`src/source/slow_mem_pkg.sv`:
```
/*
 * Shared widths, sizes and latency of the slow memory slave.
 * Modules import it in their body and use scoped names in their headers.
 */
`default_nettype none

package slow_mem_pkg;

  // bus widths
  localparam int ADDR_WIDTH = 32;
  localparam int DATA_WIDTH = 32;
  localparam int BYTE_WIDTH = 8;
  localparam int BE_WIDTH = DATA_WIDTH / BYTE_WIDTH;

  // word memory, indexed by address bits 9..2
  localparam int MEM_WORDS = 256;
  localparam int WORD_ADDR_WIDTH = $clog2(MEM_WORDS);
  localparam int WORD_ADDR_LSB = $clog2(BE_WIDTH);

  // request queue sizing
  localparam int REQ_QUEUE_DEPTH = 4;
  localparam int QUEUE_PTR_WIDTH = $clog2(REQ_QUEUE_DEPTH);
  localparam int QUEUE_CNT_WIDTH = $clog2(REQ_QUEUE_DEPTH + 1);

  // cycles from memory access to response
  localparam int READ_LATENCY = 4;

  // one stored word, seen whole or as single bytes
  typedef union packed {
    logic [DATA_WIDTH-1:0]                word;
    logic [BE_WIDTH-1:0][BYTE_WIDTH-1:0]  bytes;
  } mem_word_u;

endpackage

`default_nettype wire

```
`src/source/mem_access_if.sv`:
```
/*
 * One dequeued access, passed from the request queue to the memory.
 * The queue drives every field, the memory only samples them.
 */
`timescale 1ns/10ps
`default_nettype none

interface mem_access_if;

  import slow_mem_pkg::*;

  // one-cycle strobe per popped entry
  logic                       valid;
  logic                       we;
  logic [BE_WIDTH-1:0]        be;
  logic [WORD_ADDR_WIDTH-1:0] word_addr;
  logic [DATA_WIDTH-1:0]      wdata;

  modport queue (
    output valid,
    output we,
    output be,
    output word_addr,
    output wdata
  );

  modport mem (
    input valid,
    input we,
    input be,
    input word_addr,
    input wdata
  );

endinterface

`default_nettype wire

```
`src/source/obi_req_queue.sv`:
```
/*
 * Request side of the slave: grants bus requests into a small circular FIFO
 * and hands one stored access per cycle to the memory.
 */
`timescale 1ns/10ps
`default_nettype none

module obi_req_queue (
  input  logic                             clk_i,
  input  logic                             rst_n_i,
  input  logic                             req_i,
  input  logic                             we_i,
  input  logic [slow_mem_pkg::BE_WIDTH-1:0]   be_i,
  input  logic [slow_mem_pkg::ADDR_WIDTH-1:0] addr_i,
  input  logic [slow_mem_pkg::DATA_WIDTH-1:0] wdata_i,
  output logic                             gnt_o,
  mem_access_if.queue                      acc
);

  import slow_mem_pkg::*;

  // entry storage
  logic                       we_q    [REQ_QUEUE_DEPTH];
  logic [BE_WIDTH-1:0]        be_q    [REQ_QUEUE_DEPTH];
  logic [WORD_ADDR_WIDTH-1:0] waddr_q [REQ_QUEUE_DEPTH];
  logic [DATA_WIDTH-1:0]      wdata_q [REQ_QUEUE_DEPTH];

  logic [QUEUE_PTR_WIDTH-1:0] wr_ptr_q;
  logic [QUEUE_PTR_WIDTH-1:0] rd_ptr_q;
  logic [QUEUE_CNT_WIDTH-1:0] cnt_q;

  logic full;
  logic empty;
  logic push;
  logic pop;

  assign full  = (cnt_q == QUEUE_CNT_WIDTH'(REQ_QUEUE_DEPTH));
  assign empty = (cnt_q == '0);

  // grant in the same cycle as long as there is room
  assign gnt_o = req_i && !full;
  assign push  = gnt_o;
  // the memory never refuses, so every non-empty cycle pops
  assign pop   = !empty;

  assign acc.valid     = pop;
  assign acc.we        = we_q[rd_ptr_q];
  assign acc.be        = be_q[rd_ptr_q];
  assign acc.word_addr = waddr_q[rd_ptr_q];
  assign acc.wdata     = wdata_q[rd_ptr_q];

  // only the word index is kept, upper address bits alias
  always_ff @(posedge clk_i) begin
    if (push) begin
      we_q[wr_ptr_q]    <= we_i;
      be_q[wr_ptr_q]    <= be_i;
      waddr_q[wr_ptr_q] <= addr_i[WORD_ADDR_LSB +: WORD_ADDR_WIDTH];
      wdata_q[wr_ptr_q] <= wdata_i;
    end
  end

  always_ff @(posedge clk_i) begin
    if (!rst_n_i) begin
      wr_ptr_q <= '0;
      rd_ptr_q <= '0;
      cnt_q    <= '0;
    end else begin
      if (push) begin
        if (wr_ptr_q == QUEUE_PTR_WIDTH'(REQ_QUEUE_DEPTH - 1)) begin
          wr_ptr_q <= '0;
        end else begin
          wr_ptr_q <= wr_ptr_q + 1'b1;
        end
      end
      if (pop) begin
        if (rd_ptr_q == QUEUE_PTR_WIDTH'(REQ_QUEUE_DEPTH - 1)) begin
          rd_ptr_q <= '0;
        end else begin
          rd_ptr_q <= rd_ptr_q + 1'b1;
        end
      end
      // occupancy moves only when one side acts alone
      case ({push, pop})
        2'b10:   cnt_q <= cnt_q + 1'b1;
        2'b01:   cnt_q <= cnt_q - 1'b1;
        default: cnt_q <= cnt_q;
      endcase
    end
  end

  // occupancy stays within the storage
  assert property (@(posedge clk_i) disable iff (!rst_n_i)
    cnt_q <= QUEUE_CNT_WIDTH'(REQ_QUEUE_DEPTH));

  // a fresh strobe needs an entry granted on the cycle before
  assert property (@(posedge clk_i) disable iff (!rst_n_i)
    $rose(acc.valid) |-> $past(req_i && gnt_o));

endmodule

`default_nettype wire

```
`src/flat_wrapper.sv`:
```
// flat-port wrapper written by rule: the top's interface ports become plain ports
module obi_req_queue_flat import slow_mem_pkg::*;
  (clk_i, rst_n_i, req_i, we_i, be_i, addr_i, wdata_i, gnt_o, acc_valid, acc_we, acc_be, acc_word_addr, acc_wdata);
  mem_access_if acc_i ();
  input  logic clk_i;
  input  logic rst_n_i;
  input  logic req_i;
  input  logic we_i;
  input  logic [slow_mem_pkg::BE_WIDTH-1:0] be_i;
  input  logic [slow_mem_pkg::ADDR_WIDTH-1:0] addr_i;
  input  logic [slow_mem_pkg::DATA_WIDTH-1:0] wdata_i;
  output logic gnt_o;
  output wire logic [$bits(acc_i.valid)-1:0] acc_valid;
  output wire logic [$bits(acc_i.we)-1:0] acc_we;
  output wire logic [$bits(acc_i.be)-1:0] acc_be;
  output wire logic [$bits(acc_i.word_addr)-1:0] acc_word_addr;
  output wire logic [$bits(acc_i.wdata)-1:0] acc_wdata;
  assign acc_valid = acc_i.valid;
  assign acc_we = acc_i.we;
  assign acc_be = acc_i.be;
  assign acc_word_addr = acc_i.word_addr;
  assign acc_wdata = acc_i.wdata;
  obi_req_queue u_core (.clk_i(clk_i), .rst_n_i(rst_n_i), .req_i(req_i), .we_i(we_i), .be_i(be_i), .addr_i(addr_i), .wdata_i(wdata_i), .gnt_o(gnt_o), .acc(acc_i));
endmodule
```
`config.mk`:
```
export PLATFORM = sky130hd
export DESIGN_NAME = obi_req_queue_flat
export DESIGN_NICKNAME = d
export VERILOG_FILES = /design/src/source/slow_mem_pkg.sv /design/src/source/mem_access_if.sv /design/src/source/obi_req_queue.sv /design/src/flat_wrapper.sv
export SDC_FILE = /design/constraint.sdc
export NUM_CORES = 1
export LEC_CHECK = 0
export ABC_AREA = 1
export BUFFER_PORTS_ARGS = -buffer_cell sky130_fd_sc_hd__buf_2
export CORE_UTILIZATION = 35
export DETAILED_ROUTE_END_ITERATION = 16
export GPL_TIMING_DRIVEN = 0
export REMOVE_ABC_BUFFERS = 1
export SLEW_MARGIN = 10
export SYNTH_ARGS = -nofsm -noshare
export SYNTH_HDL_FRONTEND = slang
export SYNTH_SLANG_ARGS = --single-unit
```
`constraint.sdc`:
```
create_clock -name clk_i -period 9.57 [get_ports clk_i]
set_clock_uncertainty 0.1 [all_clocks]
set_input_delay 0.4785 -clock clk_i [delete_from_list [all_inputs] [get_ports clk_i]]
set_output_delay 0.4785 -clock clk_i [all_outputs]
set_load 0.02 [all_outputs]
```
==> flow_summary.ini <==
[sta]
grt_setup_unrepaired = false
maxSlewHeadroom_pct = 38.9
period_share_pct = 32.3
fmax_mhz = 324
tightest_slew_ps = 917
hold_viol = 0
period_needed_ps = 3090
drv_slew = 0
setup_viol = 0
fin_setup_tns_ps = 0

[routing]
dr.pass1.iters = 6
antenna_left = 0
drtIter0Drc = 216
wl_per_cell_um = 17.3
via_per_inst = 5.02
vias = 4365
drt_wl_total_mm = 15.0
drt_drc_violations_left = 0

[global_routing]
grtUsageTotal_pct = 15.0
grt_pass1_wl_mm = 23.0
grt_pass1_vias = 4459
busiest_layer = met2
antenna_found_initial = 1
grt_max_degree = 91
grtUsageMet1_pct = 17.0
grt.overflow.total = 0
met2_usage_pct = 26.3
grt_use_met3_pct = 4.44

[floorplanning]
fp.dieArea_um2 = 21000
rows = 51
start_util_pct = 36.2
die_w_um = 145
dieHeight_um = 145
core_um2 = 19700
ios = 119

[clock_network]
worstSkewPairLatency_ps = 420
htreeDepth = 4
clock_sinks = 189
cts_buffer_depth = 2
cts_tree = built
post-cts-setup-buffer-count = 0
cts_resized = 0
cts_buffers = 17
cts.hold.buffers_added = 0
clk_pin_slew_worst_paths_ps = 70
clock-root-buffer = clkbuf_16

[power_and_ir_drop]
power.leakage_nw = 3.00
p_total_mw = 2.62
power.density_nw_per_um2 = 303
vdd_drop_max_v = 0.000189

[setup_path]
critPathSlowestCell = inv_4
criticalPathCategory = register to output pin
critical_path_buf_inv_count = 3
worst_path_largest_cell_delay_ps = 690
r2r_start = u_core.cnt_q[0]
path_cells = buf_12, inv_4, o21ai_0, o22ai_1, buf_2
crit_required_ps = 8990
crit_family = buffers and inverters
cp_max_fo = 90
start_kind = register
cp-end-kind = output pin
arrival_ps = 2510

[yosys]
netlist.area_leader.share_pct = 75.7
synth_enable_flop_cells = 180
ys_warn_count = 0
synth.area.top_cells = edfxtp_1, o21ai_0, nor2_1, o22ai_1, dfxtp_1
yosysSeqAreaShare_pct = 78.3
synth_seq_cells = 189
synth_cell_types = 26
netlist_area_um2 = 7140
avgSynthCellArea_um2 = 14.4
synth_top_area_cell = edfxtp_1
postSynth.asyncResetShare_pct = 0
netlist_instances = 496
synth_flop_cell = edfxtp_1

[final_layout]
syn2layout_area_growth_pct = 21.3
fillers = 1760
drive_above_1_share_pct = 25.2
final_cell_mix = edfxtp_1, nor2_1, buf_2
nets = 669
final_common_cell = edfxtp_1

[hold_path]
min-delay-start = wdata_i[18]
min_path_type = input pin to register

[place]
dp_hpwl_mm = 8.84
portBuffers = 94
gp_congestion = 0.715

[job]
cap_violations = 0

[outcome]
status = completed
[synth_stat cells, types with 2 or more instances]
cell type and count:
ha_1 5, o21ai_0 78, nor2_1 102, nand2_4 3, o22ai_1 45, nand2_1 4, inv_2 2, nand3_1 2
o21ai_1 17, buf_2 20, edfxtp_1 180, inv_1 8, a21oi_1 3, dfxtp_1 9, clkbuf_2 7
[power breakdown]
group / switching [mW] / internal, mW
clock: 0.303 / 0.415
sequential: 0.0671 / 1.01
combinational: 0.562 / 0.265
[kinds of logic after synthesis]
family	share of synthesized area (%)
simple gates	6.66
fa+ha+maj	1.16
compound gates	11.2
flops	78.3
buf+inv	2.73
[per-layer routing]
metal | share of wire (%) | up-vias
met5 | 0 | -
met4 | 1.2 | 0
met3 | 5.6 | 14
met2 | 51 | 112
met1 | 42 | 2191
li1 | - | 2048
[through the flow]
stage	cell area [um2]	setup WS, ps	instances	utilization [%]	hold WS, ps
final	8660	6480	870	43.9	168
after global routing	8660	6210	870	43.9	151
after global placement	7790	4660	827	39.5	399
after CTS	8650	6380	869	43.9	143
after detailed placement	8040	6850	837	40.8	446
after floorplan	6990	6300	468	-	390
[flip-flops by register name (all words and copies together) (netlist names), named ones only]
name	flops
u_core.rd_ptr_q	2
u_core.wr_ptr_q	2
u_core.waddr_q	32
u_core.wdata_q	128
u_core.be_q	16
u_core.we_q	4
u_core.cnt_q	3
[path summary, 6_finish.rpt]
path | to | slack, ps | cells after the start
worst max register to register | u_core.waddr_q[0][0] | 7890 | 5
worst min-delay path | u_core.wdata_q[3][18] | 170 | 1
worst min register to register | u_core.wr_ptr_q[1] | 460 | 2
worst max-delay path | acc_be[1] | 6480 | 5
[cell type report]
cell class / instances / area (um2) / area share (%)
flip-flops and latches: 189 / 5590 / 64.6
multi-input cells: 267 / 1390 / 16.0
repair buffers: 104 / 686 / 7.92
clock buffers: 17 / 425 / 4.91
well taps: 265 / 332 / 3.83
clock inverters: 15 / 186 / 2.15
inverters: 12 / 48.8 / 0.564
diodes: 1 / 2.50 / 0.0289
No activity file was read; power rests on OpenSTA's default activity.
